`config.mk`:
```
export PLATFORM = sky130hd
export DESIGN_NAME = cache_stage_2
export DESIGN_NICKNAME = d
export VERILOG_FILES = /design/src/cache_types.sv /design/src/dfp_types.sv /design/src/cache_stage_2.sv
export SDC_FILE = /design/constraint.sdc
export NUM_CORES = 2
export LEC_CHECK = 0
export BUFFER_PORTS_ARGS = -buffer_cell sky130_fd_sc_hd__buf_4
export CORE_AREA = 2 2 606 608
export DETAILED_ROUTE_END_ITERATION = 8
export DIE_AREA = 0 0 608 610
export PLACE_DENSITY_LB_ADDON = 0.15
export SETUP_SLACK_MARGIN = 0.1
export SYNTH_ARGS = -nofsm -noshare
export SYNTH_HDL_FRONTEND = slang
export SYNTH_SLANG_ARGS = --single-unit
```
`constraint.sdc`:
```
create_clock -name vclk -period 4.05
set_input_delay 0.81 -clock vclk [all_inputs]
set_output_delay 0.81 -clock vclk [all_outputs]
set_load 0.1 [all_outputs]
```
`src/cache_types.sv`:
```
`default_nettype none

package cache_types;

    localparam int tag_width    = 23;
    localparam int index_width  = 4;
    localparam int offset_width = 5;
    localparam int num_sets     = 1 << index_width;

    typedef logic [tag_width-1:0]    tag_t;
    typedef logic [index_width-1:0]  index_t;
    typedef logic [offset_width-1:0] offset_t;
    typedef logic [1:0]              way_t;
    typedef logic [2:0]              plru_t;     // [0] root, [1] ways 0/1, [2] ways 2/3.

    typedef struct packed {
        logic dirty;
        tag_t tag;
    } tag_entry_t;

    typedef struct packed {
        logic [31:0] addr;
        tag_t        tag;
        index_t      index;
        offset_t     offset;
        logic [3:0]  rmask;
        logic [3:0]  wmask;
        logic [31:0] wdata;
    } stage_reg_t;

    // root clear sends the victim to the right pair.
    function automatic way_t victim_way(plru_t lru);
        if (lru[0]) begin
            return {1'b0, ~lru[1]};
        end
        return {1'b1, ~lru[2]};
    endfunction

endpackage : cache_types

`default_nettype wire

```
`src/dfp_types.sv`:
```
`default_nettype none

package dfp_types;

    localparam int line_bits = 256;

    typedef logic [line_bits-1:0] line_t;

    // request levels stay up until resp.
    typedef struct packed {
        logic [31:0] addr;
        logic        read;
        logic        write;
        line_t       wdata;
    } dfp_req_t;

    typedef struct packed {
        logic  resp;
        line_t rdata;
    } dfp_rsp_t;

endpackage : dfp_types

`default_nettype wire

```
`src/cache_stage_2.sv`:
```
`timescale 1ns/1ps
`default_nettype none

module cache_stage_2 #(
    parameter int num_ways = 4
) (
    input  logic                    rst,
    input  cache_types::stage_reg_t stage_reg,
    input  logic                    valid_out [num_ways],
    input  cache_types::tag_entry_t tag_out [num_ways],
    input  dfp_types::line_t        data_out [num_ways],
    input  cache_types::plru_t      lru_read,
    input  logic                    dfp_resp_reg,
    input  logic                    dfp_switch_reg,
    input  logic                    write_done_reg,
    input  logic                    dfp_write_read,
    output dfp_types::dfp_req_t     dfp_req,
    output logic                    ufp_resp,
    output logic [31:0]             ufp_rdata,
    output cache_types::plru_t      lru_write,
    output logic                    lru_web,
    output logic                    read_halt,
    output logic                    write_halt,
    output logic                    dirty_halt,
    output cache_types::way_t       write_way
);

    logic              active;
    logic              hit;
    cache_types::way_t hit_way;
    cache_types::way_t victim;
    logic              victim_dirty;
    logic [31:0]       rmask_ext;
    logic [7:0]        word_base;

    assign active       = (|stage_reg.rmask || |stage_reg.wmask) && !write_done_reg;
    assign victim       = cache_types::victim_way(lru_read);
    assign victim_dirty = valid_out[victim] && tag_out[victim].dirty;
    assign word_base    = {stage_reg.offset[4:2], 5'b00000};

    ////////////////////////////////////////////////////////////
    // tag compare
    ////////////////////////////////////////////////////////////

    always_comb begin
        hit     = 1'b0;
        hit_way = '0;
        for (int i = 0; i < num_ways; i++) begin
            if (valid_out[i] && tag_out[i].tag == stage_reg.tag) begin
                hit     = 1'b1;
                hit_way = cache_types::way_t'(i);
            end
        end
    end

    always_comb begin
        for (int b = 0; b < 4; b++) begin
            rmask_ext[8*b +: 8] = {8{stage_reg.rmask[b]}};
        end
    end

    ////////////////////////////////////////////////////////////
    // response and miss handling
    ////////////////////////////////////////////////////////////

    always_comb begin
        dfp_req.addr  = {stage_reg.addr[31:5], 5'b00000};
        dfp_req.read  = 1'b0;
        dfp_req.write = 1'b0;
        dfp_req.wdata = '0;
        ufp_resp      = 1'b0;
        ufp_rdata     = '0;
        lru_write     = lru_read;
        lru_web       = 1'b1;
        read_halt     = 1'b0;
        write_halt    = 1'b0;
        dirty_halt    = 1'b0;
        write_way     = '0;

        if (rst) begin
            dfp_req.addr = '0;
        end else if (active) begin
            if (hit) begin
                ufp_resp   = 1'b1;
                ufp_rdata  = data_out[hit_way][word_base +: 32] & rmask_ext;
                write_halt = |stage_reg.wmask;     // merge on next edge.
                write_way  = hit_way;

                // point the tree away from the way just used.
                lru_write[0]              = hit_way[1];
                lru_write[1 + hit_way[1]] = hit_way[0];
                lru_web                   = 1'b0;
            end else begin
                read_halt = 1'b1;
                if (!dfp_write_read) begin
                    if (victim_dirty && !dfp_switch_reg) begin
                        dirty_halt         = 1'b1;
                        dfp_req.write      = 1'b1;
                        dfp_req.addr[31:9] = tag_out[victim].tag;
                        dfp_req.wdata      = data_out[victim];
                    end else begin
                        dfp_req.read = !dfp_resp_reg;  // idle one cycle after resp.
                    end
                end
            end
        end
    end

endmodule : cache_stage_2

`default_nettype wire

```
# [Word-level counts from Yosys, hierarchy flattened]
# Index checks and enable logic that the tools add are counted.
[classes] n_reduce_logical=14 addsub=1 n_shift=1 mux=62 order_cmp=4 n_bitwise=5 n_eq_ne=4
[op_table] cell="$mux 258" count=4
[op_table] cell="$bmux 256 s2" count=2
[op_table] cell="$mux 256" count=4
[op_table] cell="$mux 257" count=1
[op_table] cell="$shiftx 256x9->32" count=1
[op_table] cell="$mux 23" count=5
[op_table] cell="$mux 32" count=3
[op_table] cell="$eq 23x23->1" count=4
[op_table] cell="$bmux 24 s2" count=1
[op_table] cell="$mux 24" count=2
[op_table] cell="$and 32x32->32" count=1
[op_table] cell="$mux 1" count=26
[op_table] cell="$mux 2" count=7
[op_table] cell="$mux 3" count=3
[op_table] cell="$mux 9" count=1
[op_table] cell="$logic_and 1x1->1" count=8
[op_table] cell="$reduce_or 4->1" count=2
[op_table] cell="$ge 3x3->1 const B" count=2
[op_table] cell="$not 2->3" count=2
[op_table] cell="$bwmux 3" count=1
[op_table] cell="$logic_not 1->1" count=3
[op_table] cell="$lt 2x3->1 const B" count=1
[op_table] cell="$add 1x1->2 const A" count=1
[op_table] cell="$bmux 1 s2" count=1
[op_table] cell="other kinds (4)" count=5
[totals] in_bits=1236 word_cells=91 register_bits=0

# [Logic depth before layout (Yosys ltp)]
[depth] ltp_word=14 depth_mapped=14

# [Worst setup path after synthesis]
# Ideal clock, no wire load.
[synth_timing] path_kind="input port to output port" start="input stage_reg[67] (netlist bit)" end="output dfp_req[257] (netlist bit)" path_slack_ps=-3214 arrival_ps=6454 cell_stages=9 path_cell_list="clkbuf_1 xnor2_1 nand4_1 nor4_4 a32o_2 or3_1 buf_4 nor2_1 nor4b_1"
[synth_rtl] item="start: declaration" line_no="cache_stage_2.sv:8" source="input cache_types::stage_reg_t stage_reg,"
[synth_rtl] item="end: declaration" line_no="cache_stage_2.sv:17" source="output dfp_types::dfp_req_t dfp_req,"

# [Worst setup path after layout]
[layout_timing] start="input stage_reg[65] (netlist bit)" end="output ufp_rdata[30]"
[layout_between] elab_chain_cells=14
[layout_lines] item="$eq 23x23->1" line_no="cache_stage_2.sv:49" source="if (valid_out[i] && tag_out[i].tag == stage_reg.tag) begin"
[layout_lines] item="$logic_and 1x1->1" line_no="cache_stage_2.sv:49"
[layout_lines] item="$mux 1" line_no="cache_stage_2.sv:49"
[layout_lines] item="$mux 2 (2 in a row)" line_no="cache_stage_2.sv:49"
[layout_lines] item="$not 2->3 (not written as such)" line_no="cache_stage_2.sv:85" source="ufp_rdata = data_out[hit_way][word_base +: 32] & rmask_ext;"
[layout_lines] item="$bmux 256 s2" line_no="cache_stage_2.sv:85"
[layout_lines] item="$mux 256 (not written as such) (2 in a row)" line_no="cache_stage_2.sv:85"
[layout_lines] item="$shiftx 256x9->32" line_no="cache_stage_2.sv:85"
[layout_lines] item="$and 32x32->32" line_no="cache_stage_2.sv:85"
[layout_lines] item="$mux 32 (*)" line_no="cache_stage_2.sv:83" source="if (hit) begin"
[layout_lines] item="$mux 32 (*)" line_no="cache_stage_2.sv:82" source="end else if (active) begin"
[layout_lines] item="$mux 32 (*)" line_no="cache_stage_2.sv:80" source="if (rst) begin"
[layout_lines] item="end: declaration" line_no="cache_stage_2.sv:19" source="output logic [31:0] ufp_rdata,"
# Every way passes the cells marked *; elsewhere a longest branch is shown, timed or not. The select of a mux whose other input is x is not followed.

==> flow_summary.json <==
{
  "finish.instance_area_um2": 54700,
  "transition_time_of_the_tightest_slew_check_pin_ns": 1.21,
  "seq_area_frac_synth_pct": 0,
  "num_io_pins": 1568,
  "final-setup-viol-count": 323,
  "crit_fanout": 5,
  "cell_area_after_synthesis_um2": 19600,
  "fin_worst_hold_slack_ns": 1.97,
  "place.detailed.hpwl_um": 322000,
  "core_area_um2": 364000,
  "drtIter0Drc": 2754,
  "placed_area_um2": 43500,
  "power_per_cell_area_nw_per_um2": 81.0,
  "min_cycle_time_layout_ns": 5.34,
  "violations": "setup timing",
  "timing.final.crit_share_pct": 132,
  "die_x_um": 608,
  "timing.fmax_mhz": 187,
  "wp_data_required_ns": 3.24,
  "p_total_mw": 4.43,
  "gp_congestion": 0.918,
  "sequential_cell_area_um2": 0,
  "power_leakage_nw": 20.6,
  "buffer_ports.inserted": 1520,
  "status": "complete, but fails checks",
  "layout.sequential_cells": 0,
  "postSynthCellCount": 3095,
  "dp_worst_setup_slack_ns": -3.12,
  "synth-warning-count": 0,
  "category_of_the_critical_setup_timing_path": "input port to output port",
  "post-route-drc-count": 0,
  "grt_setup_unrepaired": "yes",
  "max_cap_viol_count": 0,
  "rows": 222,
  "syn-mean-instance-area_um2": 6.33,
  "grt_max_degree": 105,
  "floorplan.die_area_um2": 371000,
  "drt-pass1-iter-count": 5,
  "area_delta_synth_final_pct": 179,
  "type_of_element_capturing_the_critical_path": "output port",
  "detail-route-antenna-nets": 0,
  "via_count_of_the_first_global_routing_pass": 36300,
  "count_of_non_filler_cells_in_the_finished_layout": 9917,
  "irDropWorstVdd_mv": 0.0540,
  "final_hold_viol_count": 0,
  "ys_types": 55,
  "grt_first_pass_wirelength_um": 457000,
  "drv_slew": 0,
  "post_drt_via_cell_ratio": 3.64,
  "post_route_utilization_pct": 15.0,
  "grt_antenna_before_repair": 161,
  "final_critical_path_setup_slack_ns": -1.29,
  "post_cts_hold_buffer_count": 0,
  "global_route.overflow_total": 0,
  "layout.nets": 6297,
  "timing.setup.tns_ns": -301.14,
  "grt_usage_pct": 19.2,
  "via_count": 36100,
  "worst_hold_path_type": "input port to output port",
  "startpoint_type_of_the_worst_setup_path": "input port",
  "post_dr_wirelength_cell_um": 38.2,
  "floorplan.die.height_um": 610,
  "floorplan.initialDensity_pct": 5.38,
  "worst_slew_margin_rel_pct": 19.5,
  "wp_data_arrival_ns": 4.53,
  "detail_route.wirelength_um": 379000,
  "drive_gt1_share_pct": 60.0,
  "numPlacedInstances": 9671,
  "nClkBuffers": 0
}
[cells in the final DEF (no fill, tap or decap), drive strengths merged, types with 4 or more instances in the layout]
master | synthesis | routed
or3 | 19 | 19
o22ai | 96 | 96
nand4 | 35 | 35
nor4 | 17 | 17
buf | 85 | 2287
nand4b | 5 | 5
nor2 | 33 | 33
diode | 0 | 42
a211o | 18 | 18
o21ai | 181 | 181
nor2b | 285 | 285
nor3 | 14 | 14
a31oi | 123 | 123
conb | 1 | 5
a22oi | 27 | 27
o211ai | 18 | 18
mux2i | 352 | 352
clkbuf | 296 | 47
and2 | 4 | 4
nand2 | 397 | 397
nand3 | 57 | 57
a21oi | 231 | 231
a311oi | 5 | 5
and3 | 9 | 9
bufbuf | 0 | 7
a211oi | 659 | 659
nor3b | 4 | 4
xnor2 | 63 | 63
xor2 | 29 | 29
nand2b | 4 | 4
[layout make-up]
class	count	area, µm²
fill	41600	310000
timing repair buffer	2341	24500
antenna	42	105
multi-input combinational	2716	24100
tap	4816	6030
inverter	2	7.51
[where the power goes]
group	leakage, nW	total, mW	switching (mW)	internal, mW
sequential	0	0	0	0
clock	0.000259	0.00000122	0	0.00000122
combinational	20.6	4.43	2.60	1.83
total	20.6	4.43	2.60	1.83
[metal layers]
layer	vias up	routed length (µm)	track usage [%]
met4	90	10400	3.72
li1	15700	-	-
met3	346	24800	4.13
met2	1691	189000	34.5
met5	-	553	0
met1	18300	154000	23.3
[cell families after synthesis]
group,share of synthesized area [%]
buf+inv,8.19
compound gates,46.3
mux,18.0
other cells,0.0191
xor+xnor,4.11
simple gates,23.4
[worst max-delay path, cell delays in order]
cell and delay (ns):
buf_16 0.13, xnor2_4 0.35, buf_6 0.16, nand4_1 0.16
nor4_4 0.28, buf_4 0.22, and2_4 0.22, buf_12 0.14
or3_4 0.18, and2_4 0.17, buf_12 0.10, buf_8 0.13
nand4_1 0.33, buf_12 0.27, nor3_4 0.35, buf_6 0.16
or3_4 0.12, buf_12 0.17
[final timing paths]
kind / cells after the start / slack (ns) / to / startpoint
setup / recovery: 18 / -1.29 / ufp_rdata[30] / stage_reg[65]
hold / removal: 3 / 1.97 / dfp_req[257] / dfp_resp_reg
[Yosys cell counts (all sizes together) (3+ instances only)]
library cell	instances	area share, %
a211o	18	0.80
a311oi	5	0.22
buf	85	2.5
a211oi	659	25
xnor2	63	2.8
nand4b	5	0.53
o31ai	3	0.11
mux2i	352	18
nor3b	4	0.15
a31oi	123	3.9
o211ai	18	0.69
a21o	3	0.11
nor4	17	0.62
o22ai	96	3.1
a31o	3	0.13
nand2b	4	0.13
a21oi	231	5.9
xor2	29	1.3
or3	19	0.61
clkbuf	296	5.7
nor2b	285	9.1
and2	4	0.13
and3	9	0.29
a22oi	27	1.0
nand2	397	7.6
nor3	14	0.38
o21ai	181	4.6
nor2	33	0.64
nand4	35	1.4
nand3	57	1.5
[what timing repair did]
item                       in CTS  in global routing
buffers inserted               68                121
gates resized for setup      1056                675
cloned                         15                 19
pin swaps                      98                167
setup endpoints to repair     323                323
Note: power is estimated with default switching activity, not from simulation.
