==> src/cache_types.sv <==
`default_nettype none

package cache_types;

    localparam int tag_width    = 23;
    localparam int index_width  = 4;
    localparam int offset_width = 5;
    localparam int num_sets     = 1 << index_width;

    typedef logic [tag_width-1:0]    tag_t;
    typedef logic [index_width-1:0]  index_t;
    typedef logic [offset_width-1:0] offset_t;
    typedef logic [1:0]              way_t;
    typedef logic [2:0]              plru_t;     // [0] root, [1] ways 0/1, [2] ways 2/3.

    typedef struct packed {
        logic dirty;
        tag_t tag;
    } tag_entry_t;

    typedef struct packed {
        logic [31:0] addr;
        tag_t        tag;
        index_t      index;
        offset_t     offset;
        logic [3:0]  rmask;
        logic [3:0]  wmask;
        logic [31:0] wdata;
    } stage_reg_t;

    // root clear sends the victim to the right pair.
    function automatic way_t victim_way(plru_t lru);
        if (lru[0]) begin
            return {1'b0, ~lru[1]};
        end
        return {1'b1, ~lru[2]};
    endfunction

endpackage : cache_types

`default_nettype wire

==> src/dfp_types.sv <==
`default_nettype none

package dfp_types;

    localparam int line_bits = 256;

    typedef logic [line_bits-1:0] line_t;

    // request levels stay up until resp.
    typedef struct packed {
        logic [31:0] addr;
        logic        read;
        logic        write;
        line_t       wdata;
    } dfp_req_t;

    typedef struct packed {
        logic  resp;
        line_t rdata;
    } dfp_rsp_t;

endpackage : dfp_types

`default_nettype wire

==> src/cache_stage_1.sv <==
`timescale 1ns/1ps
`default_nettype none

module cache_stage_1 #(
    parameter int num_ways = 4
) (
    input  logic                    clk,
    input  logic                    rst,
    input  logic [31:0]             ufp_addr,
    input  logic [3:0]              ufp_rmask,
    input  logic [3:0]              ufp_wmask,
    input  logic [31:0]             ufp_wdata,
    input  logic                    read_halt,
    input  logic                    write_halt,
    input  logic                    dirty_halt,
    input  cache_types::way_t       write_way,
    input  cache_types::plru_t      lru_read,
    input  dfp_types::dfp_rsp_t     dfp_rsp,
    input  dfp_types::line_t        data_old,
    output cache_types::stage_reg_t stage_reg,
    output cache_types::index_t     rindex,
    output logic [num_ways-1:0]     data_web,
    output logic [num_ways-1:0]     tag_web,
    output logic [num_ways-1:0]     valid_set,
    output dfp_types::line_t        line_wdata,
    output cache_types::tag_entry_t tag_wdata,
    output logic                    dfp_resp_reg,
    output logic                    dfp_switch_reg,
    output logic                    write_done_reg,
    output logic                    dfp_write_read
);

    cache_types::stage_reg_t req_q;
    dfp_types::line_t        refill_q;
    dfp_types::line_t        merged;
    cache_types::way_t       victim;
    logic                    busy;
    logic                    armed;      // arrays hold data for req_q.
    logic                    load;
    logic                    done;
    logic                    wb_resp;
    logic                    rd_resp;
    logic                    refill_wr;

    assign victim    = cache_types::victim_way(lru_read);
    assign load      = !busy && !(read_halt || write_halt || dirty_halt)
                       && (|ufp_rmask || |ufp_wmask);
    assign done      = armed && !read_halt && !write_done_reg;
    assign wb_resp   = dfp_rsp.resp && dirty_halt;
    assign rd_resp   = dfp_rsp.resp && read_halt && !dirty_halt;
    assign refill_wr = dfp_resp_reg && dfp_write_read;
    assign rindex    = req_q.index;

    always_comb begin
        stage_reg = req_q;
        if (!armed) begin
            stage_reg.rmask = '0;
            stage_reg.wmask = '0;
        end
    end

    ////////////////////////////////////////////////////////////
    // request and miss sequencing
    ////////////////////////////////////////////////////////////

    always_ff @(posedge clk) begin
        if (rst) begin
            busy           <= 1'b0;
            armed          <= 1'b0;
            dfp_resp_reg   <= 1'b0;
            dfp_switch_reg <= 1'b0;
            write_done_reg <= 1'b0;
            dfp_write_read <= 1'b0;
        end else begin
            dfp_resp_reg   <= dfp_rsp.resp;
            write_done_reg <= refill_wr || write_halt;
            if (wb_resp) begin
                dfp_switch_reg <= 1'b1;      // write-back done so switch to read.
            end else if (refill_wr) begin
                dfp_switch_reg <= 1'b0;
            end
            if (rd_resp) begin
                dfp_write_read <= 1'b1;
            end else if (refill_wr) begin
                dfp_write_read <= 1'b0;
            end
            if (load) begin
                busy  <= 1'b1;
                armed <= 1'b0;
            end else if (done) begin
                busy  <= 1'b0;
                armed <= 1'b0;
            end else begin
                armed <= busy;
            end
        end
    end

    always_ff @(posedge clk) begin
        if (load) begin
            req_q.addr   <= ufp_addr;
            req_q.tag    <= ufp_addr[31:9];
            req_q.index  <= ufp_addr[8:5];
            req_q.offset <= ufp_addr[4:0];
            req_q.rmask  <= ufp_rmask;
            req_q.wmask  <= ufp_wmask;
            req_q.wdata  <= ufp_wdata;
        end
        if (rd_resp) begin
            refill_q <= dfp_rsp.rdata;
        end
    end

    ////////////////////////////////////////////////////////////
    // array writes
    ////////////////////////////////////////////////////////////

    always_comb begin
        merged = data_old;
        for (int b = 0; b < 4; b++) begin
            if (req_q.wmask[b]) begin
                merged[32*req_q.offset[4:2] + 8*b +: 8] = req_q.wdata[8*b +: 8];
            end
        end
    end

    always_comb begin
        data_web        = '1;
        tag_web         = '1;
        valid_set       = '0;
        line_wdata      = merged;
        tag_wdata.dirty = 1'b1;
        tag_wdata.tag   = req_q.tag;
        if (refill_wr) begin
            data_web[victim]  = 1'b0;
            tag_web[victim]   = 1'b0;
            valid_set[victim] = 1'b1;
            line_wdata        = refill_q;
            tag_wdata.dirty   = 1'b0;        // fresh line is clean.
        end else if (write_halt) begin
            data_web[write_way] = 1'b0;
            tag_web[write_way]  = 1'b0;
        end
    end

endmodule : cache_stage_1

`default_nettype wire

==> config.mk <==
export PLATFORM = sky130hd
export DESIGN_NAME = cache_stage_1
export DESIGN_NICKNAME = d
export VERILOG_FILES = /design/src/cache_types.sv /design/src/dfp_types.sv /design/src/cache_stage_1.sv
export SDC_FILE = /design/constraint.sdc
export NUM_CORES = 1
export LEC_CHECK = 0
export ABC_CLOCK_PERIOD_IN_PS = 23700
export BUFFER_PORTS_ARGS = -buffer_cell sky130_fd_sc_hd__buf_2
export CAP_MARGIN = 25
export CORE_AREA = 2 2 393 395
export CTS_BUF_LIST = sky130_fd_sc_hd__clkbuf_8
export DETAILED_ROUTE_END_ITERATION = 10
export DIE_AREA = 0 0 395 397
export GPL_TIMING_DRIVEN = 0
export PLACE_DENSITY = 0.32
export SLEW_MARGIN = 20
export SYNTH_ARGS = -nofsm -noshare
export SYNTH_HDL_FRONTEND = slang
export SYNTH_SLANG_ARGS = --single-unit
==> constraint.sdc <==
create_clock -name clk -period 23.7 [get_ports clk]
set_clock_uncertainty 0.2 [all_clocks]
set_input_delay 5.925 -clock clk [delete_from_list [all_inputs] [get_ports clk]]
set_output_delay 5.925 -clock clk [all_outputs]
set_load 0.02 [all_outputs]
# [Word-level counts from Yosys, hierarchy flattened]
# Cells that the tools add are included.
[word_totals] output_inout_bits=404 register_bits=366
[op_classes] shifts=8 muxes=26 magnitude_cmp=4 addsub=7 bitwise_logic=4 reduce_logical=24
[op_table] cell="256-bit 2-to-1 mux" n=5
[op_table] cell="256-bit bitwise mux" n=4
[op_table] cell="8-bit by 34-bit variable shift with 256-bit output (first input constant)" n=4
[op_table] cell="8-bit by 34-bit variable part select with 256-bit output" n=4
[op_table] cell="9-bit negation with 34-bit output" n=3
[op_table] cell="8-bit negation with 34-bit output" n=1
[op_table] cell="8-bit by 5-bit adder with 9-bit output (second input constant)" n=2
[op_table] cell="4-bit 2-to-1 mux" n=3
[op_table] cell="1-bit logical AND" n=10
[op_table] cell="8-bit by 4-bit adder with 9-bit output (second input constant)" n=1
[op_table] cell="1-bit 2-to-1 mux" n=9
[op_table] cell="8-bit 2-to-1 mux" n=1
[op_table] cell="4-bit inverter" n=2
[op_table] cell="4-bit OR reduction" n=2
[op_table] cell="2-bit by 3-bit < comparator with 1-bit output (second input constant)" n=2
[op_table] cell="1-bit zero test" n=5
[op_table] cell="1-bit demux with 2-bit select" n=2
[op_table] cell="2-bit by 1-bit greater-or-equal comparator with 1-bit output (second input constant)" n=2
[op_table] cell="1-bit logical OR" n=4
[op_table] cell="2-bit 2-to-1 mux" n=2
[op_table] cell="2-bit nonzero test" n=2
[op_table] cell="1-bit inverter" n=2
[op_table] cell="2-bit OR reduction" n=1

# [Depth between registers and ports, before layout]
# Gate-level depths: netlist of run 1.
[depth] ltp_word=11 mapped_depth=9

# [Least setup slack after synthesis of run 1]
# OpenSTA, ideal clock, no wires.
[synth_path] path_kind="in2reg" startpoint="input port dfp_rsp[256] in the netlist's numbering" endpoint="register refill_q[0], enable pin" t_required_ns=22.613 path_buffers=0 cell_stages=2 slack_ns=5.869 arrival_time_ns=16.743 path_cell_list="nand2_1 nor2_1"
[synth_between] elab_chain_cells=2
[synth_lines] element="from (decl)" line="cache_stage_1.sv:18" source="input dfp_types::dfp_rsp_t dfp_rsp,"
[synth_lines] element="1-bit logical AND (2 in a row)" line="cache_stage_1.sv:50" source="assign rd_resp = dfp_rsp.resp && read_halt && !dirty_halt;"
[synth_lines] element="named net rd_resp" line="cache_stage_1.sv:42" source="logic rd_resp;"
[synth_lines] element="to (signal assigned)" line="cache_stage_1.sv:110" source="refill_q <= dfp_rsp.rdata;"
[synth_lines] element="to (decl)" line="cache_stage_1.sv:34" source="dfp_types::line_t refill_q;"
# The timed path passes the listed nets, and every way through them passes these cells.
# A chain may end at the register's enable or synchronous reset.

# [Worst setup path after layout of run 1]
[layout_path] startpoint="input port data_old[246]" endpoint="output port line_wdata[246]"
[layout_between] elab_chain_cells=9
[layout_lines] element="from (decl)" line="cache_stage_1.sv:19" source="input dfp_types::line_t data_old,"
[layout_lines] element="256-bit bitwise mux" line="cache_stage_1.sv:122" source="merged[32*req_q.offset[4:2] + 8*b +: 8] = req_q.wdata[8*b +: 8];"
[layout_lines] element="256-bit 2-to-1 mux (*)" line="cache_stage_1.sv:121" source="if (req_q.wmask[b]) begin"
[layout_lines] element="256-bit bitwise mux" line="cache_stage_1.sv:122"
[layout_lines] element="256-bit 2-to-1 mux (*)" line="cache_stage_1.sv:121"
[layout_lines] element="256-bit bitwise mux" line="cache_stage_1.sv:122"
[layout_lines] element="256-bit 2-to-1 mux (*)" line="cache_stage_1.sv:121"
[layout_lines] element="256-bit bitwise mux" line="cache_stage_1.sv:122"
[layout_lines] element="256-bit 2-to-1 mux (*)" line="cache_stage_1.sv:121"
[layout_lines] element="256-bit 2-to-1 mux (*)" line="cache_stage_1.sv:134" source="if (refill_wr) begin"
[layout_lines] element="to (decl)" line="cache_stage_1.sv:25" source="output dfp_types::line_t line_wdata,"
# Mark *: on every way between the ends. The rest lies on a longest branch, timed or not.

==> impl_metrics.toml, run 1 <==
[setup_path]
critPathCaptureType = "primary output"
crit_slowest_cell = "o21ai_0"
crit_chain = "buf_2 > a21oi_1 > o21ai_0 > buf_2"
cp.arrival_ns = 7.20
worstSetupPathType = "primary input to primary output"
slowest_delay_ns = 0.70
startpoint_type = "primary input"
crit_family = "compound AO/OA/AOI/OAI gates"
critPathMostFrequentCell = "buf_2"
cp_num_buf_inv = 2
crit_required_ns = 17.58
path_max_fanout = 1

[yosys]
yosysMostFrequentCell = "edfxtp_1"
synth_ff_type = "edfxtp_1"
synth_top_cell_area_share = 0.580
synth_edf_count = 328
ys_types = 41
synthArstFlopShare = 0
yosysTopAreaCell = "edfxtp_1"
yosysSeqAreaShare = 0.588
syn_inst = 1435
ys_warn_count = 0
synth_nets = 2037
synth_area_leaders = "edfxtp_1 58%, a221o_1 9.0%, buf_4 5.8%"
synthTopCellsByCount = "328 x edfxtp_1, 152 x a221o_1, 133 x nand2_1"
ys_seq_elements = 334
synth.avg_cell_area_um2 = 11.8
syn_area_um2 = 17000

[global_routing]
grt_util_all_layers = 0.158
grt_max_degree = 25
grt_pass1_vias = 17426
antenna_found_initial = 39
grt-ovfl-total = 0
grt_pass1_wl_um = 164000

[sta]
min_period_ns = 13.33
rsz0062_at_grt = "no"
setup_viol = 0
worst_slack_ns = 10.37
slew_viol_final = 0
tightest_slew_ns = 1.06
max_freq_ghz = 0.0750
relSlewSlack = 0.291
hold_viol = 0
period_share = 0.562

[route]
wire_per_inst_um = 27.8
dr.pass1.iters = 5
viasPerCell = 3.65
drt_iter0_markers = 1090
drcViolationCount = 0
routed_wl_um = 129000
vias = 16976
ant_nets = 0

[clocking]
cts_made_buffers = 76
clock_latency_ns = 0.72
hold_buffers = 0
cts-root-buf = "clkbuf_8"
cts_tree = "built"
ctsResizeCount = 0
clk_pin_slew_ns = 0.05
cts_setup_buffers = 0
htreeDepth = 3
clock_path_buffers = 3
cts.sinks = 334

[run_status]
status = "finished, final reports clean"

[place]
place_area_um2 = 25100
hpwl_um = 108000
post-place-ws_ns = 10.37
dp.cells = 4500
portBuffers = 998
gp_congestion = 0.870

[floorplanning]
dieArea_um2 = 157000
io_pins = 999
floorplan.rows = 144
die_x_um = 395
start_util = 0.111
die_h_um = 397
coreArea_um2 = 153000

[power]
ir_drop_v = 0.0000379
leakage_nw = 11.3
power.density_nw_per_um2 = 60.6

[final_layout]
area_growth_pct = 56.4
fin_cells = 4649
postLayoutCoreUtil = 0.174
layout.nets = 3136
drive_above_1_share = 0.507
largest_reg_flops = 256
design_area_um2 = 26500

[worst_hold_path]
hp-class = "flip-flop to flip-flop"

[flow_run]
max_cap_viol_count = 0
where the power goes:
| part | internal, mW | switching [mW] |
|---|---|---|
| logic | 0.0977 | 0.153 |
| registers | 0.679 | 0.0149 |
| clock network | 0.351 | 0.313 |
| total | 1.13 | 0.481 |
metrics by stage:
stage | TNS [ns] | total power [mW] | hold slack [ns]
floorplan | 0 | 0.814 | 0.239
global placement | -652.76 | 0.964 | 0.254
detailed placement | 0 | 0.960 | 0.261
CTS | 0 | 1.65 | 0.274
global route | 0 | 1.68 | 0.283
finish | 0 | 1.61 | 0.272
metal layers:
layer,track usage,share of wire,vias up
met5,0,0.00055,-
met4,0.0345,0.020,14
met3,0.0450,0.070,137
met2,0.285,0.51,809
met1,0.183,0.40,8428
li1,-,-,7588
kinds of logic (layout without fill, tap and decap cells):
kind of cell               Yosys count  after routing  synth area share
AOI/OAI and AO/OA                  331            331             0.144
adders and majority gates            7              7           0.00516
buffers and inverters              231           1390            0.0874
DFF                                334            334             0.588
muxes                               64             64            0.0380
other                                0             11                 0
and+or+nand+nor                    468            468             0.138
final timing paths:
path                           start                         to  slack [ns]  depth (start not counted)
max                    data_old[246]            line_wdata[246]       10.37                          4
max reg2reg  dfp_resp_reg$_SDFF_PP0_  write_done_reg$_SDFF_PP0_       20.38                          7
min reg2reg          busy$_SDFF_PP0_           armed$_SDFF_PP0_        0.27                          1
min                  busy$_SDFF_PP0_           armed$_SDFF_PP0_        0.27                          1
layout by cell type (no fill, tap or decap), types with 4 or more instances in the layout:
cell | netlist | final
a221o_1 | 152 | 152
o21ai_0 | 103 | 103
clkbuf_8 | 0 | 82
nand3_1 | 27 | 27
buf_2 | 21 | 1019
buf_1 | 4 | 4
clkbuf_2 | 0 | 7
diode_2 | 0 | 11
nand2_1 | 133 | 133
nor2b_1 | 5 | 5
ha_1 | 7 | 7
dfxtp_1 | 6 | 6
buf_16 | 0 | 7
clkbuf_1 | 55 | 48
edfxtp_1 | 328 | 328
nand2b_1 | 4 | 4
mux2i_1 | 63 | 62
clkinv_2 | 0 | 7
buf_4 | 131 | 134
clkinvlp_4 | 0 | 8
buf_12 | 0 | 9
clkinv_1 | 0 | 13
a21oi_1 | 70 | 60
and3_1 | 108 | 108
buf_6 | 13 | 15
inv_1 | 6 | 31
and2_1 | 58 | 58
a21oi_2 | 0 | 9
nor2_1 | 108 | 107
cell type report:
class / count / area (um2)
Tap cell: 2044 / 2560
Fill cell: 17353 / 126000
Multi-Input combinational cell: 870 / 5600
Buffer: 224 / 1470
Inverter: 7 / 26.3
Timing Repair Buffer: 1021 / 5440
Clock inverter: 56 / 328
Clock buffer: 82 / 1130
Sequential cell: 334 / 9970
Antenna cell: 11 / 27.5
Power figures use the tool's default switching activity.
==> run 2, diff against run 1 <==
--- a/config.mk
+++ b/config.mk
@@ -5,15 +5,16 @@
 export SDC_FILE = /design/constraint.sdc
 export NUM_CORES = 1
 export LEC_CHECK = 0
-export ABC_CLOCK_PERIOD_IN_PS = 23700
+export ABC_AREA = 1
+export ABC_CLOCK_PERIOD_IN_PS = 12300
 export BUFFER_PORTS_ARGS = -buffer_cell sky130_fd_sc_hd__buf_2
 export CAP_MARGIN = 25
-export CORE_AREA = 2 2 393 395
+export CORE_AREA = 2 2 389 391
 export CTS_BUF_LIST = sky130_fd_sc_hd__clkbuf_8
 export DETAILED_ROUTE_END_ITERATION = 10
-export DIE_AREA = 0 0 395 397
+export DIE_AREA = 0 0 391 393
 export GPL_TIMING_DRIVEN = 0
-export PLACE_DENSITY = 0.32
+export PLACE_DENSITY = 0.34
 export SLEW_MARGIN = 20
 export SYNTH_ARGS = -nofsm -noshare
 export SYNTH_HDL_FRONTEND = slang
==> constraint.sdc (replaced) <==
create_clock -name clk -period 12.3 [get_ports clk]
set_clock_uncertainty 0.2 [all_clocks]
set_input_delay 3.075 -clock clk [delete_from_list [all_inputs] [get_ports clk]]
set_output_delay 3.075 -clock clk [all_outputs]
set_load 0.02 [all_outputs]
==> impl_metrics.toml, run 2 <==
[yosys]
synth_top_cell_area_share = 0.517
yosysMostFrequentCell = "nand2_1"
synth.avg_cell_area_um2 = 8.32
synth_compound_area_frac = 0.0468
synthArstFlopShare = 0
yosysSeqAreaShare = 0.524
synth_top_family_by_area = "simple AND/OR/NAND/NOR gates"
yosysTopAreaCell = "edfxtp_1"
synth_edf_count = 328
synthSimpleGateAreaFrac = 0.296
synth_ff_type = "edfxtp_1"
synthTopCellsByCount = "722 x nand2_1, 387 x nand3_1, 328 x edfxtp_1"
synth_area_leaders = "edfxtp_1 52%, nand2_1 14%, nand3_1 10%"
synth_nets = 2890
synthAdderAreaFrac = 0.00460
ys_seq_elements = 334
ys_types = 29
syn_area_um2 = 19000
syn_inst = 2288
synth_xor_area_frac = 0
synth.area.mux_share = 0
ys_warn_count = 0

[place]
portBuffers = 998
post-place-ws_ns = 2.90
place_area_um2 = 27000
hpwl_um = 122000
gp_congestion = 0.874
dp.cells = 5271

[clocking]
cts_setup_buffers = 0
htreeDepth = 3
cts_made_buffers = 78
clock_path_buffers = 3
clk_pin_slew_ns = 0.06
clock_latency_ns = 0.73
cts-root-buf = "clkbuf_8"
cts.sinks = 334
ctsResizeCount = 0
hold_buffers = 0
cts_tree = "built"

[global_routing]
grt_pass1_wl_um = 185000
grt-ovfl-total = 0
antenna_found_initial = 46
grt_pass1_vias = 20625
grt_max_degree = 17
grt_util_all_layers = 0.181

[power]
p_int_mw = 2.18
combPwrFrac = 0.168
p_sw_frac = 0.315
switchingPower_mw = 1.00
power_mw = 3.19
power.density_nw_per_um2 = 112
leakage_nw = 13.4
pwr-share-clk = 0.412
ir_drop_v = 0.0000601
pwr-share-seq = 0.421

[setup_path]
cp_num_buf_inv = 5
r2r-end = "stage_reg[103]$_DFFE_PP_"
r2r_start = "busy$_SDFF_PP0_"
crit_required_ns = 9.02
startpoint_type = "flip-flop"
r2r.worst_path.cells = 6
crit_chain = "inv_1 > buf_2 > buf_1 > ha_1 > clkbuf_1 > nand4_1 > nand2_1 > nand3_1 > nand2_1 > buf_2"
reg2reg_slack_ns = 9.72
crit_family = "buffers and inverters"
crit_slowest_cell = "nand4_1"
critPathCaptureType = "primary output"
slowest_delay_ns = 0.86
cp.arrival_ns = 6.58
crit_path_start = "stage_reg[75]$_DFFE_PP_"
worstSetupPathType = "flip-flop to primary output"
path_max_fanout = 11

[sta]
rsz0062_at_grt = "no"
max_freq_ghz = 0.101
tightest_slew_ns = 1.09
setup_viol = 0
hold_viol = 0
min_period_ns = 9.86
period_share = 0.802
setup_tns_ns = 0
relSlewSlack = 0.276
whs_ns = 0.297
worst_slack_ns = 2.44
slew_viol_final = 0

[route]
viasPerCell = 3.88
dr.pass1.iters = 5
drcViolationCount = 0
drt_iter0_markers = 1295
routed_wl_um = 145000
vias = 21021
ant_nets = 0
wire_per_inst_um = 26.8

[floorplanning]
die_h_um = 393
start_util = 0.128
io_pins = 999
dieArea_um2 = 154000
floorplan.rows = 142
coreArea_um2 = 149000
die_x_um = 391

[final_layout]
area_growth_pct = 49.9
layout_common_cells = "1024 x buf_2, 722 x nand2_1, 387 x nand3_1"
design_area_um2 = 28500
postLayoutCoreUtil = 0.191
drive_above_1_share = 0.384
largest_reg_flops = 256
fin_cells = 5417
layout.nets = 4009
layout_commonest_cell = "buf_2"

[worst_hold_path]
min_path_cells = 2
hp-class = "flip-flop to flip-flop"
hp-start = "busy$_SDFF_PP0_"
worst_hold_path.endpoint = "armed$_SDFF_PP0_"

[flow_run]
max_cap_viol_count = 0

[run_status]
status = "finished, final reports clean"
run 2: cell count changes in the layout (fill, tap and decap cells not counted), sizes merged, moves of 29 or more:
cell   previous run  this run
nor2            108        75
nand4             3        68
nand2           133       725
inv              32       263
and3            108         0
a21oi            70         3
nand3            28       392
mux2i            64         0
and2             58         0
buf            1190      1219
a221o           152         0
a31oi             0        36
run 2: power groups by stage:
stage / sequential, mW / clock, mW / combinational (mW)
floorplan: 1.35 / 0 / 0.251
global placement: 1.38 / 0 / 0.525
detailed placement: 1.37 / 0 / 0.540
CTS: 1.34 / 1.38 / 0.541
global route: 1.35 / 1.42 / 0.577
finish: 1.34 / 1.31 / 0.535
run 2: layer usage:
layer / up-vias / share of wire / global-route usage
met2: 859 / 0.49 / 0.313
li1: 9802 / - / -
met1: 10172 / 0.42 / 0.226
met5: - / 0.00099 / 0
met4: 26 / 0.020 / 0.0469
met3: 162 / 0.071 / 0.0397
run 2: layout make-up:
class	count	area [um2]
Fill cell	17273	121000
Sequential cell	334	9970
Multi-Input combinational cell	1455	6620
Timing Repair Buffer	1039	5550
Tap cell	1944	2430
Buffer	265	1590
Clock buffer	79	1090
Inverter	234	878
Clock inverter	56	383
Antenna cell	11	27.5
run 2: kinds of logic after synthesis:
logic type,Yosys count
DFF,334
and+or+nand+nor,1280
adders and majority gates,7
buffers and inverters,499
AOI/OAI and AO/OA,168
run 2: worst max-delay path by stage:
| stage | end | slack (ns) | cells past startpoint |
|---|---|---|---|
| after CTS | line_wdata[14] | 1.99 | 10 |
| after global placement | stage_reg[83]$_DFFE_PP_ | -2.80 | 5 |
| after detailed placement | line_wdata[14] | 2.90 | 10 |
| after floorplan | refill_q[0]$_DFFE_PP_ | 2.40 | 2 |
| final | line_wdata[14] | 2.44 | 10 |
| after global routing | line_wdata[14] | 2.00 | 10 |
run 2: tightest hold or removal path: stages, from the launching register on:
cell	delay (ns)
dfxtp_1	0.32
nand3_1	0.10
inv_1	0.04
