## src/cache_types.sv

```systemverilog
`default_nettype none

package cache_types;

    localparam int tag_width    = 23;
    localparam int index_width  = 4;
    localparam int offset_width = 5;
    localparam int num_sets     = 1 << index_width;

    typedef logic [tag_width-1:0]    tag_t;
    typedef logic [index_width-1:0]  index_t;
    typedef logic [offset_width-1:0] offset_t;
    typedef logic [1:0]              way_t;
    typedef logic [2:0]              plru_t;     // [0] root, [1] ways 0/1, [2] ways 2/3.

    typedef struct packed {
        logic dirty;
        tag_t tag;
    } tag_entry_t;

    typedef struct packed {
        logic [31:0] addr;
        tag_t        tag;
        index_t      index;
        offset_t     offset;
        logic [3:0]  rmask;
        logic [3:0]  wmask;
        logic [31:0] wdata;
    } stage_reg_t;

    // root clear sends the victim to the right pair.
    function automatic way_t victim_way(plru_t lru);
        if (lru[0]) begin
            return {1'b0, ~lru[1]};
        end
        return {1'b1, ~lru[2]};
    endfunction

endpackage : cache_types

`default_nettype wire

```

## src/cache_array.sv

```systemverilog
`timescale 1ns/1ps
`default_nettype none

module cache_array #(
    parameter type entry_t = logic,
    parameter int  depth   = cache_types::num_sets
) (
    input  logic                clk,
    input  logic                rst,
    input  logic                web,
    input  cache_types::index_t waddr,
    input  entry_t              wdata,
    input  cache_types::index_t raddr,
    output entry_t              rdata
);

    entry_t mem [depth];

    ////////////////////////////////////////////////////////////
    // write port
    ////////////////////////////////////////////////////////////

    always_ff @(posedge clk) begin
        if (!web) begin
            mem[waddr] <= wdata;      // active low.
        end
    end

    ////////////////////////////////////////////////////////////
    // read port
    ////////////////////////////////////////////////////////////

    // same-set write in this cycle shows up one edge later.
    always_ff @(posedge clk) begin
        if (rst) begin
            rdata <= '0;
        end else begin
            rdata <= mem[raddr];
        end
    end

endmodule : cache_array

`default_nettype wire

```

## config.mk

```make
export PLATFORM = sky130hd
export DESIGN_NAME = cache_array
export DESIGN_NICKNAME = d
export VERILOG_FILES = /design/src/cache_types.sv /design/src/cache_array.sv
export SDC_FILE = /design/constraint.sdc
export NUM_CORES = 1
export LEC_CHECK = 0
export BUFFER_PORTS_ARGS = -buffer_cell sky130_fd_sc_hd__buf_2
export CAP_MARGIN = 20
export CORE_MARGIN = 2
export CORE_UTILIZATION = 40
export CTS_CLUSTER_DIAMETER = 120
export CTS_CLUSTER_SIZE = 14
export DETAILED_ROUTE_END_ITERATION = 6
export HOLD_SLACK_MARGIN = 0.03
export SLEW_MARGIN = 10
export SYNTH_ARGS = -nofsm -noshare
export SYNTH_HDL_FRONTEND = slang
export SYNTH_SLANG_ARGS = --single-unit
```

## constraint.sdc

```tcl
create_clock -name clk -period 2.25 [get_ports clk]
set_clock_uncertainty 0.15 [all_clocks]
set_input_delay 0.45 -clock clk [delete_from_list [all_inputs] [get_ports clk]]
set_output_delay 0.45 -clock clk [all_outputs]
set_load 0.03 [all_outputs]
```

## Yosys cells after proc, flatten, opt, wreduce, memory -nomap -nowiden

Memory sizes are Yosys's and may differ from the RTL's. A register that Yosys moved wholly into a read port is not among the register bits.
Index checks and enable logic that the tools add are counted.

- Memories: 1
- Word-level logic and storage cells: 2
- RAM bits: 16
- Output and inout bits: 1
- Bits in registers: 0

Memory list:

| name | depth | width | rd ports | clocked after Yosys merged registers in | wr ports | line | RTL |
|---|---|---|---|---|---|---|---|
| mem | 16 | 1 | 1 | 1 | 1 | cache_array.sv:17 | `entry_t mem [depth];` |

- Multiplexer cells: 1

Operators with widths:

| cell | number |
|---|---|
| $mux W1 | 1 |

## Longest topological paths before layout

Gate-level depths: netlist of the first run.

- Word-level depth: 1
- Depth in mapped cells: 5

## Worst setup path after synthesis of the first run

No wires, ideal clock.

- Path type: input -> register
- Start: in raddr[0]
- End: reg rdata, read port of mem
- Buffers on the path: 1
- Library setup time: 123 ps
- Arrival: 1335 ps
- Required time: 1977 ps
- Stages on the path: 5
- Path slack: 641 ps
- Cells stage by stage: buf_6 -> mux4_2 -> o22ai_1 -> a311o_1 -> a21oi_1

RTL lines:

| item | line | RTL |
|---|---|---|
| start: declaration | cache_array.sv:13 | `input cache_types::index_t raddr,` |
| end: declaration | cache_array.sv:14 | `output entry_t rdata` |

==> flow_summary.rst, run 1 <==
.. list-table::
   :header-rows: 1

   * - Metric
     - Value
   * - Worst IR drop on VDD
     - 0.308 mV
   * - Overall power consumption
     - 0.559 mW
   * - Req. time, crit path
     - 2270 ps
   * - Setup bufs post-CTS
     - 0
   * - NumNets Final
     - 84
   * - H-tree lvl count
     - 1
   * - Total routing usage reported by global routing
     - 0.127
   * - Buffer depth of the longest clock path
     - 2
   * - Highest achievable clock rate
     - 0.676 GHz
   * - Y dimension of the die
     - 47.6 µm
   * - Largest family of logic cells by synthesized area
     - simple AND/OR/NAND/NOR gates
   * - Final RePlAce weighted congestion
     - 0.729
   * - Total detailed-routing wirelength
     - 1.17 mm
   * - Share of synthesized area occupied by flip-flops and latches
     - 0.658
   * - Per-instance average area after synthesis
     - 13.6 µm²
   * - Count of final hold-check violations
     - 0
   * - Period Utilization, post-route
     - 0.658
   * - Largest fanout of any net on the critical path
     - 6
   * - Remaining number of nets flagged by the antenna check after routing
     - 0
   * - Critical path's top delay family
     - multiplexers
   * - Number of clock sinks
     - 17
   * - Slew @ Worst Pin
     - 237 ps
   * - Flip-flop and latch count after synthesis
     - 17
   * - Static leakage
     - 0.304 nW
   * - Worst rel slew slack
     - 0.842
   * - Maximum number of pins on one net before global-route repair
     - 17
   * - Largest stage delay on the critical path
     - 510 ps
   * - First-pass GRT wire length
     - 1.90 mm
   * - Mapped Nets
     - 68
   * - Result of the run
     - complete, no violations
   * - Remaining global-route overflow
     - 0
   * - Post-Synthesis Cell Area
     - 761 µm²
   * - Count of cells resized by post-cts repair
     - 0
   * - Category of the critical setup timing path
     - in -> reg
   * - Largest area contributor in the synthesized netlist
     - edfxtp_1
   * - Cell type of the slowest stage on the worst timing path
     - mux4_2
   * - CP bufs+invs
     - 1
   * - Effective utilization at floorplan
     - 0.431
   * - Nature of the critical path endpoint
     - flop
   * - Post-route cell area
     - 867 µm²
   * - Post-synthesis share of cell area spent on and, or, nand and nor gates
     - 0.164
   * - Setup-failing EPs final
     - 0
   * - Number of primary I/O pins
     - 13
   * - Site Rows
     - 15
   * - Commonest non-fill, non-tap cell in the layout
     - edfxtp_1
   * - Total number of vias
     - 471
   * - Portion of synthesized cell area occupied by the leading cell type
     - 0.632
   * - Final period demand of the worst path
     - 1480 ps
   * - Crit path DAT
     - 1500 ps
   * - Width of the die
     - 47.6 µm
   * - DP Wirelength
     - 893 µm
   * - Count of synthesis-stage warnings from yosys
     - 0
   * - Hold-fix buffers at CTS
     - 0
   * - Routed WL per cell
     - 12.2 µm
   * - Cell breakdown of the critical path
     - buf_2 > mux4_2 > o22ai_1 > a311o_1 > a21oi_1
   * - Worst-skew pair later-pin latency
     - 280 ps
   * - Cell chosen for the clock root
     - clkbuf_4
   * - Number of buffers added by the clock tree synthesis step
     - 3
   * - TritonCTS clock tree
     - yes
   * - Share of cell area taken by muxes after synthesis
     - 0.118
   * - Clock-pin slew reported for the worst setup and hold paths after clock tree synthesis
     - 90 ps
   * - Total Die Area
     - 0.00227 mm²
   * - Leading cell types in the layout, fill and taps excluded
     - 16 x edfxtp_1, 13 x nor2_1, 12 x buf_2
   * - Port Buffers
     - 12
   * - DRC violation count after routing
     - 0
   * - Count of different cell masters after synthesis
     - 20
   * - Instance count of the mapped netlist
     - 56
   * - Iteration-0 DRC Markers
     - 16
   * - Final max-slew violation count
     - 0
   * - Pwr dens
     - 645 mW/mm²
   * - Number of global-route vias before repair
     - 444
   * - Area growth from synthesis to layout
     - 14.0%
   * - Number of antenna violations at the first check in global routing
     - 0
   * - Sum of negative setup slack
     - 0 ps
   * - Setup repair after global routing missed its margin
     - no
   * - Worst Setup Start Kind
     - input pin
   * - Arithmetic-cell share of the synthesized area counting full adders, half adders and majority gates
     - 0
   * - Total placed instance area
     - 841 µm²
   * - Count of maximum capacitance violations
     - 0
   * - Fraction of the mapped netlist area in compound gates
     - 0.0395
   * - Class of the most critical hold timing path
     - in -> reg
   * - Ratio of cells with drive above 1 in the final layout
     - 0.254
   * - Ranking of synthesized cells by area
     - edfxtp_1 63%, nor2_1 6.4%, mux2i_1 3.9%, mux4_1 3.5%, mux4_2 3.0%
   * - Detailed Routing Iterations Pass 1
     - 3
   * - Count of inserted antenna diode cells
     - 0
   * - Via count normalized by instance count
     - 4.91
   * - Synthesized-area fraction occupied by xor and xnor cells
     - 0
   * - Core area
     - 0.00176 mm²
-- kinds of logic after synthesis --
kind of cell           Yosys count
AND/OR/NAND/NOR                 27
buffers and inverters            2
flip-flops                      17
multiplexers                     6
AO/OA/AOI/OAI                    4
-- where the power goes --
group          leakage [nW]  internal, mW  switching, mW
logic                 0.136        0.0218         0.0296
clock network        0.0150        0.0687         0.0845
registers             0.153         0.353        0.00173
-- per-layer routing --
layer / GRT usage / vias up / wire length (µm)
met3: 0.0226 / 2 / 74
li1: - / 242 / -
met4: 0.0811 / 0 / 10
met1: 0.176 / 214 / 556
met2: 0.184 / 13 / 532
met5: 0 / - / 0
-- through the flow --
step	hold slack [ps]	std cells	utilization	setup slack, ps
after floorplan	369	56	-	641
after global placement	457	92	0.477	487
after detailed placement	460	92	0.477	455
after CTS	156	96	0.491	759
after global routing	166	96	0.491	712
final	164	96	0.491	770
-- sequential cells by signal (all words and copies together) (netlist names) --
register and count:
mem 16, rdata 1
-- final timing paths --
path / from / end / slack, ps / depth (start not counted)
min: rst / rdata / 160 / 2
max reg2reg: mem[0] / rdata / 780 / 4
max: raddr[0] / rdata / 770 / 5
min reg2reg: mem[14] / rdata / 560 / 4
-- Yosys cell counts --
master and n:
a21oi_1 1, a311o_1 1, buf_6 1, dfxtp_1 1
edfxtp_1 16, inv_1 1, mux2_2 1, mux2i_1 3
mux4_1 1, mux4_2 1, nand2_1 3, nand2b_1 2
nand3_1 2, nand3b_1 1, nor2_1 13, nor3_1 4
o2111ai_1 1, o22ai_1 1, or3_1 1, or3b_2 1
-- final cells by class --
type / count / area, µm²
Inverter: 1 / 3.75
Fill cell: 167 / 897
Clock buffer: 4 / 26.3
Sequential cell: 17 / 500
Timing Repair Buffer: 12 / 60.1
Tap cell: 25 / 31.3
Multi-Input combinational cell: 37 / 245
Note: power is estimated with default switching activity, not from simulation.
==> inputs of run 2 (changes only) <==
- clock period: 2.25 -> 1.5 ns (I/O delays scaled with it)
==> run 2 against run 1 <==
  * Register-to-register slack worse by 720 ps
  * Global-route usage grew 0.18 points
  * Final cell count rose by 2.1%
  * Routed wire length increased by 3.7%
  * Die area is the same
  * Core utilization up 1.1 points
  * Non-clock buffer count increased by 2
  * Hold slack worse by 53 ps
  * Critical path type is now reg -> reg
  * Largest cell class unchanged
==> flow_summary.rst, run 2 (synthesis results as in run 1) <==
.. list-table::
   :header-rows: 1

   * - Metric
     - Value
   * - Result of the run
     - complete, no violations
   * - Clock-pin slew reported for the worst setup and hold paths after clock tree synthesis
     - 100 ps (about the same)
   * - Static leakage
     - 0.316 nW (+3.9%)
   * - Overall power consumption
     - 0.856 mW (+53%)
   * - Highest achievable clock rate
     - 0.694 GHz
   * - Ratio of cells with drive above 1 in the final layout
     - 0.274 (+0.0205)
   * - Total number of vias
     - 492 (+4.5%)
   * - Detailed Routing Iterations Pass 1
     - 4 (+1)
   * - Iteration-0 DRC Markers
     - 13 (-3)
   * - Post-route cell area
     - 886 µm² (+2.2%)
   * - Category of the critical setup timing path
     - reg -> reg
   * - TritonCTS clock tree
     - yes
   * - DRC violation count after routing
     - 0 (unchanged)
   * - Register area
     - 500 µm² (unchanged)
   * - Setup-failing EPs final
     - 0 (unchanged)
   * - Count of placed standard cells in the final layout, fillers left out
     - 98 (+2.1%)
   * - Sum of negative setup slack
     - 0 ps (unchanged)
   * - Pwr dens
     - 966 mW/mm² (+50%)
   * - Final RePlAce weighted congestion
     - 0.777 (+6.6%)
   * - Critical path's top delay family
     - multiplexers
   * - Setup bufs post-CTS
     - 0 (unchanged)
   * - Effective utilization at floorplan
     - 0.431 (unchanged)
   * - Total placed instance area
     - 848 µm² (+0.89%)
   * - Largest stage delay on the critical path
     - 520 ps (about the same)
   * - Number of primary I/O pins
     - 13 (unchanged)
   * - Number of antenna violations at the first check in global routing
     - 0 (unchanged)
   * - Period Utilization, post-route
     - 0.961
   * - Site Rows
     - 15 (unchanged)
   * - Maximum number of pins on one net before global-route repair
     - 17 (unchanged)
   * - Worst IR drop on VDD
     - 0.393 mV (+28%)
   * - Worst Setup Start Kind
     - flop
   * - Width of the die
     - 47.6 µm (unchanged)
   * - Y dimension of the die
     - 47.6 µm (unchanged)
   * - Total detailed-routing wirelength
     - 1.22 mm (+3.7%)
   * - Total routing usage reported by global routing
     - 0.129 (+0.00178)
   * - Count of inserted antenna diode cells
     - 0 (unchanged)
   * - Worst-skew pair later-pin latency
     - 300 ps (+20 ps)
   * - Remaining number of nets flagged by the antenna check after routing
     - 0 (unchanged)
   * - Leading cell types in the layout, fill and taps excluded
     - 16 x edfxtp_1, 13 x nor2_1, 12 x buf_2
   * - Filler cell count in the final layout
     - 177 (+6.0%)
   * - Slew @ Worst Pin
     - 227 ps (-10.1 ps)
   * - Crit path DAT
     - 1490 ps (about the same)
   * - Nature of the critical path endpoint
     - flop
   * - CP bufs+invs
     - 0 (-1)
   * - Area growth from synthesis to layout
     - 16.4%
   * - DP Wirelength
     - 915 µm (+2.5%)
   * - Total Die Area
     - 0.00227 mm² (unchanged)
   * - Port Buffers
     - 12 (unchanged)
   * - Cell chosen for the clock root
     - clkbuf_4
   * - Req. time, crit path
     - 1550 ps (-720 ps)
   * - Final max-slew violation count
     - 0 (unchanged)
   * - Commonest non-fill, non-tap cell in the layout
     - edfxtp_1
   * - Largest registers
     - mem x16, rdata x1
   * - First-pass GRT wire length
     - 1.87 mm (-1.5%)
   * - Routed WL per cell
     - 12.4 µm (+1.6%)
   * - NumNets Final
     - 86 (+2.4%)
   * - Remaining global-route overflow
     - 0 (unchanged)
   * - Flip-flop count of the largest register after layout
     - 16 (unchanged)
   * - Core area
     - 0.00176 mm² (unchanged)
   * - Buffer depth of the longest clock path
     - 2 (unchanged)
   * - Number of clock sinks
     - 17 (unchanged)
   * - Cell type of the slowest stage on the worst timing path
     - mux4_1
   * - Final period demand of the worst path
     - 1440 ps
   * - Multi-input combinational cell area
     - 245 µm² (unchanged)
   * - Worst rel slew slack
     - 0.848 (+0.00671)
   * - Placed Instances
     - 93 (+1.1%)
   * - Largest fanout of any net on the critical path
     - 1 (-5)
   * - Number of buffers added by the clock tree synthesis step
     - 3 (unchanged)
   * - Count of final hold-check violations
     - 0 (unchanged)
   * - Register with the highest flop count
     - mem
   * - Count of maximum capacitance violations
     - 0 (unchanged)
   * - Setup repair after global routing missed its margin
     - no
   * - Cell breakdown of the critical path
     - mux4_1 > o2111ai_1 > a21oi_1
   * - Number of global-route vias before repair
     - 434 (-2.3%)
   * - H-tree lvl count
     - 1 (unchanged)
   * - Via count normalized by instance count
     - 5.02 (+2.3%)
   * - Count of cells resized by post-cts repair
     - 0 (unchanged)
   * - Class of the most critical hold timing path
     - in -> reg
run 2: cell count changes in the layout (fill, tap and decap cells not counted), sizes merged:
cell and delta:
dlygate4sd3 +1, clkinv +1, clkbuf -1, buf +1
run 2: final cells by class:
type                            count  share of cell area
Clock inverter                      1             0.00565
Sequential cell                    17               0.565
Clock buffer                        3              0.0254
Multi-Input combinational cell     37               0.277
Inverter                            1             0.00424
Tap cell                           25              0.0353
Timing Repair Buffer               14              0.0876
run 2: per-stage QoR:
step	util	worst slack (ps)	hold WS, ps
after floorplan	-	41.2	219
after global placement	0.481	-53.4	313
after detailed placement	0.481	-64.0	309
after CTS	0.502	50.4	109
after global routing	0.502	32.8	109
final	0.502	59.2	112
run 2: per-layer routing:
layer | GRT usage | wire (µm) | up-vias
met3 | 0.0340 | 69 | 5
met4 | 0.0973 | 42 | 0
met1 | 0.160 | 579 | 220
li1 | - | - | 247
met5 | 0 | 0 | -
met2 | 0.192 | 526 | 20
run 2: path summary, 6_finish.rpt:
check,startpoint,end,slack (ps),cells past startpoint
min,raddr[3],rdata,110,3
min reg2reg,mem[10],rdata,590,4
max reg2reg,mem[9],rdata,60,3
max,mem[9],rdata,60,3
run 2: worst reg2reg max path: stages, from the launching register on:
cell,delay (ps)
edfxtp_1,400
mux4_1,520
o2111ai_1,190
a21oi_1,80
run 2: timing repair:
action                     4_1_cts  5_1_grt
hold buffers                     1        0
setup endpoints to repair        0        0
hold endpoints to repair         1        0
run 2: where the power goes:
| part | switching [mW] | internal [mW] | total [mW] |
|---|---|---|---|
| clock network | 0.143 | 0.0994 | 0.242 |
| logic | 0.0459 | 0.0362 | 0.0820 |
| registers | 0.00247 | 0.529 | 0.532 |
| total | 0.191 | 0.665 | 0.856 |
==> inputs of run 3 (changes only) <==
- REMOVE_ABC_BUFFERS: default -> 1
==> run 3 against run 2 <==
  * Critical path depth did not move
  * Core utilization unchanged
  * Via count is 0.81% higher
  * Routed wire length about the same
  * Sequential power about the same
  * Sequential share of layout area did not move
  * Clock power down 2%
  * Die area stayed put
  * Count of clock-buffer cells in the layout unchanged
  * Critical endpoint unchanged
  * Global-route usage grew 0.67 points
==> flow_summary.rst, run 3 (synthesis results as in run 1) <==
.. list-table::
   :header-rows: 1

   * - Metric
     - Value
   * - Result of the run
     - complete, no violations
   * - Req. time, crit path
     - 1530 ps (-20 ps)
   * - Count of final hold-check violations
     - 0 (unchanged)
   * - Sum of negative setup slack
     - 0 ps (unchanged)
   * - Effective utilization at floorplan
     - 0.431 (unchanged)
   * - Cell count of the worst reg-to-reg path
     - 3 (unchanged)
   * - Remaining number of nets flagged by the antenna check after routing
     - 0 (unchanged)
   * - Worst-skew pair later-pin latency
     - 290 ps (about the same)
   * - Worst rel slew slack
     - 0.852 (+0.00319)
   * - Via count normalized by instance count
     - 5.06 (+0.81%)
   * - Number of primary I/O pins
     - 13 (unchanged)
   * - Width of the die
     - 47.6 µm (unchanged)
   * - Final period demand of the worst path
     - 1420 ps (-18.6 ps)
   * - Pwr dens
     - 960 mW/mm² (-0.62%)
   * - H-tree lvl count
     - 1 (unchanged)
   * - Core area
     - 0.00176 mm² (unchanged)
   * - Worst Setup Start Kind
     - flop
   * - First-pass GRT wire length
     - 2.07 mm (+11%)
   * - Count of maximum capacitance violations
     - 0 (unchanged)
   * - TritonCTS clock tree
     - yes
   * - Worst IR drop on VDD
     - 0.596 mV (+52%)
   * - Leading cell types in the layout, fill and taps excluded
     - 16 x edfxtp_1, 13 x nor2_1, 12 x buf_2
   * - Ratio of cells with drive above 1 in the final layout
     - 0.274 (unchanged)
   * - Terminating pin of the worst hold path
     - rdata
   * - Class of the most critical hold timing path
     - in -> reg
   * - Crit path DAT
     - 1460 ps (-30 ps)
   * - Y dimension of the die
     - 47.6 µm (unchanged)
   * - Largest stage delay on the critical path
     - 510 ps (about the same)
   * - Nature of the critical path endpoint
     - flop
   * - NumNets Final
     - 86 (unchanged)
   * - Setup repair after global routing missed its margin
     - no
   * - Cell type of the slowest stage on the worst timing path
     - mux4_1
   * - Site Rows
     - 15 (unchanged)
   * - Post-Place Worst Slack
     - -65.4 ps (-1.42 ps)
   * - Period Utilization, post-route
     - 0.948 (-0.0124)
   * - Commonest non-fill, non-tap cell in the layout
     - edfxtp_1
   * - Maximum number of pins on one net before global-route repair
     - 17 (unchanged)
   * - Setup-failing EPs final
     - 0 (unchanged)
   * - Number of clock sinks
     - 17 (unchanged)
   * - Register area
     - 500 µm² (unchanged)
   * - Detailed Routing Iterations Pass 1
     - 4 (unchanged)
   * - Reg-to-reg critical path startpoint
     - mem[9]
   * - Worst reg2reg setup slack
     - 80 ps (+20 ps)
   * - Count of inserted antenna diode cells
     - 0 (unchanged)
   * - Number of global-route vias before repair
     - 484 (+12%)
   * - Buffer depth of the longest clock path
     - 2 (unchanged)
   * - Register with the highest flop count
     - mem
   * - Routed WL per cell
     - 12.4 µm (about the same)
   * - Flip-flop count of the largest register after layout
     - 16 (unchanged)
   * - DP Wirelength
     - 915 µm (about the same)
   * - Total routing usage reported by global routing
     - 0.135 (+0.00675)
   * - Clock-pin slew reported for the worst setup and hold paths after clock tree synthesis
     - 100 ps (about the same)
   * - Area growth from synthesis to layout
     - 16.4% (unchanged)
   * - DRC violation count after routing
     - 0 (unchanged)
   * - Multi-input combinational cell area
     - 245 µm² (unchanged)
   * - Worst Hold Launch
     - raddr[3]
   * - Critical path's top delay family
     - multiplexers
   * - CP bufs+invs
     - 0 (unchanged)
   * - Worst hold stages
     - 3 (unchanged)
   * - Number of antenna violations at the first check in global routing
     - 0 (unchanged)
   * - Cell breakdown of the critical path
     - mux4_1 > o2111ai_1 > a21oi_1
   * - Remaining global-route overflow
     - 0 (unchanged)
   * - Endpoint of the worst register-to-register path
     - rdata
   * - Port Buffers
     - 12 (unchanged)
   * - Category of the critical setup timing path
     - reg -> reg
   * - Static leakage
     - 0.316 nW (unchanged)
   * - Post-route core utilization
     - 0.502 (unchanged)
   * - Total Die Area
     - 0.00227 mm² (unchanged)
   * - Filler cell count in the final layout
     - 169 (-4.5%)
   * - Final max-slew violation count
     - 0 (unchanged)
   * - Total number of vias
     - 496 (+0.81%)
   * - Iteration-0 DRC Markers
     - 15 (+2)
   * - Largest fanout of any net on the critical path
     - 1 (unchanged)
   * - Number of buffers added by the clock tree synthesis step
     - 3 (unchanged)
   * - Largest registers
     - mem x16, rdata x1
   * - Least setup slack across all paths after layout
     - 77.8 ps (+18.6 ps)
   * - Count of cells resized by post-cts repair
     - 0 (unchanged)
   * - Hold Slack
     - 126 ps (+13.9 ps)
   * - Slew @ Worst Pin
     - 223 ps (-4.79 ps)
   * - Cell chosen for the clock root
     - clkbuf_4
   * - Final RePlAce weighted congestion
     - 0.752 (-3.2%)
   * - Total detailed-routing wirelength
     - 1.22 mm (about the same)
   * - Highest achievable clock rate
     - 0.703 GHz (+1.3%)
[run 3: cell counts in the layout (fill, tap and decap cells not counted)]
Identical to the previous run, type by type.
[run 3: worst max-delay path by stage]
stage,startpoint,end,slack (ps),cells past startpoint
floorplan,waddr[3],mem[4],100,2
global placement,waddr[3],mem[4],-50,3
detailed placement,waddr[3],mem[4],-70,3
CTS,mem[9],rdata,80,3
global route,mem[8],rdata,4,3
finish,mem[9],rdata,80,3
[run 3: power by group]
group | internal [mW] | switching [mW]
sequential | 0.529 | 0.00231
combinational | 0.0362 | 0.0470
clock | 0.0989 | 0.137
[run 3: layout make-up]
| cell class | count | share of cell area |
|---|---|---|
| Sequential cell | 17 | 0.565 |
| Multi-Input combinational cell | 37 | 0.277 |
| Timing Repair Buffer | 14 | 0.0876 |
| Clock buffer | 3 | 0.0254 |
| Clock inverter | 1 | 0.00565 |
| Tap cell | 25 | 0.0353 |
| Inverter | 1 | 0.00424 |
[run 3: timing repair]
item	in CTS	in global routing
hold endpoints to repair	1	0
hold buffers	1	0
buffers inserted	0	0
[run 3: worst register-to-register path: stages, from the launching register on]
cell       delay (ps)
edfxtp_1          380
mux4_1            510
o2111ai_1         190
a21oi_1            80
[run 3: per-stage QoR]
| stage | instances | total power [mW] | instance area [µm²] |
|---|---|---|---|
| floorplan | 55 | 0.581 | 749 |
| global placement | 93 | 0.622 | 848 |
| detailed placement | 93 | 0.623 | 848 |
| CTS | 98 | 0.851 | 886 |
| global route | 98 | 0.885 | 886 |
| finish | 98 | 0.851 | 886 |
[run 3: routing by layer]
metal / global-route usage / routed length, µm / up-vias
li1: - / - / 244
met1: 0.172 / 541 / 231
met2: 0.227 / 576 / 21
met3: 0.0453 / 101 / 0
met4: 0.0324 / 0 / 0
met5: 0 / 0 / -
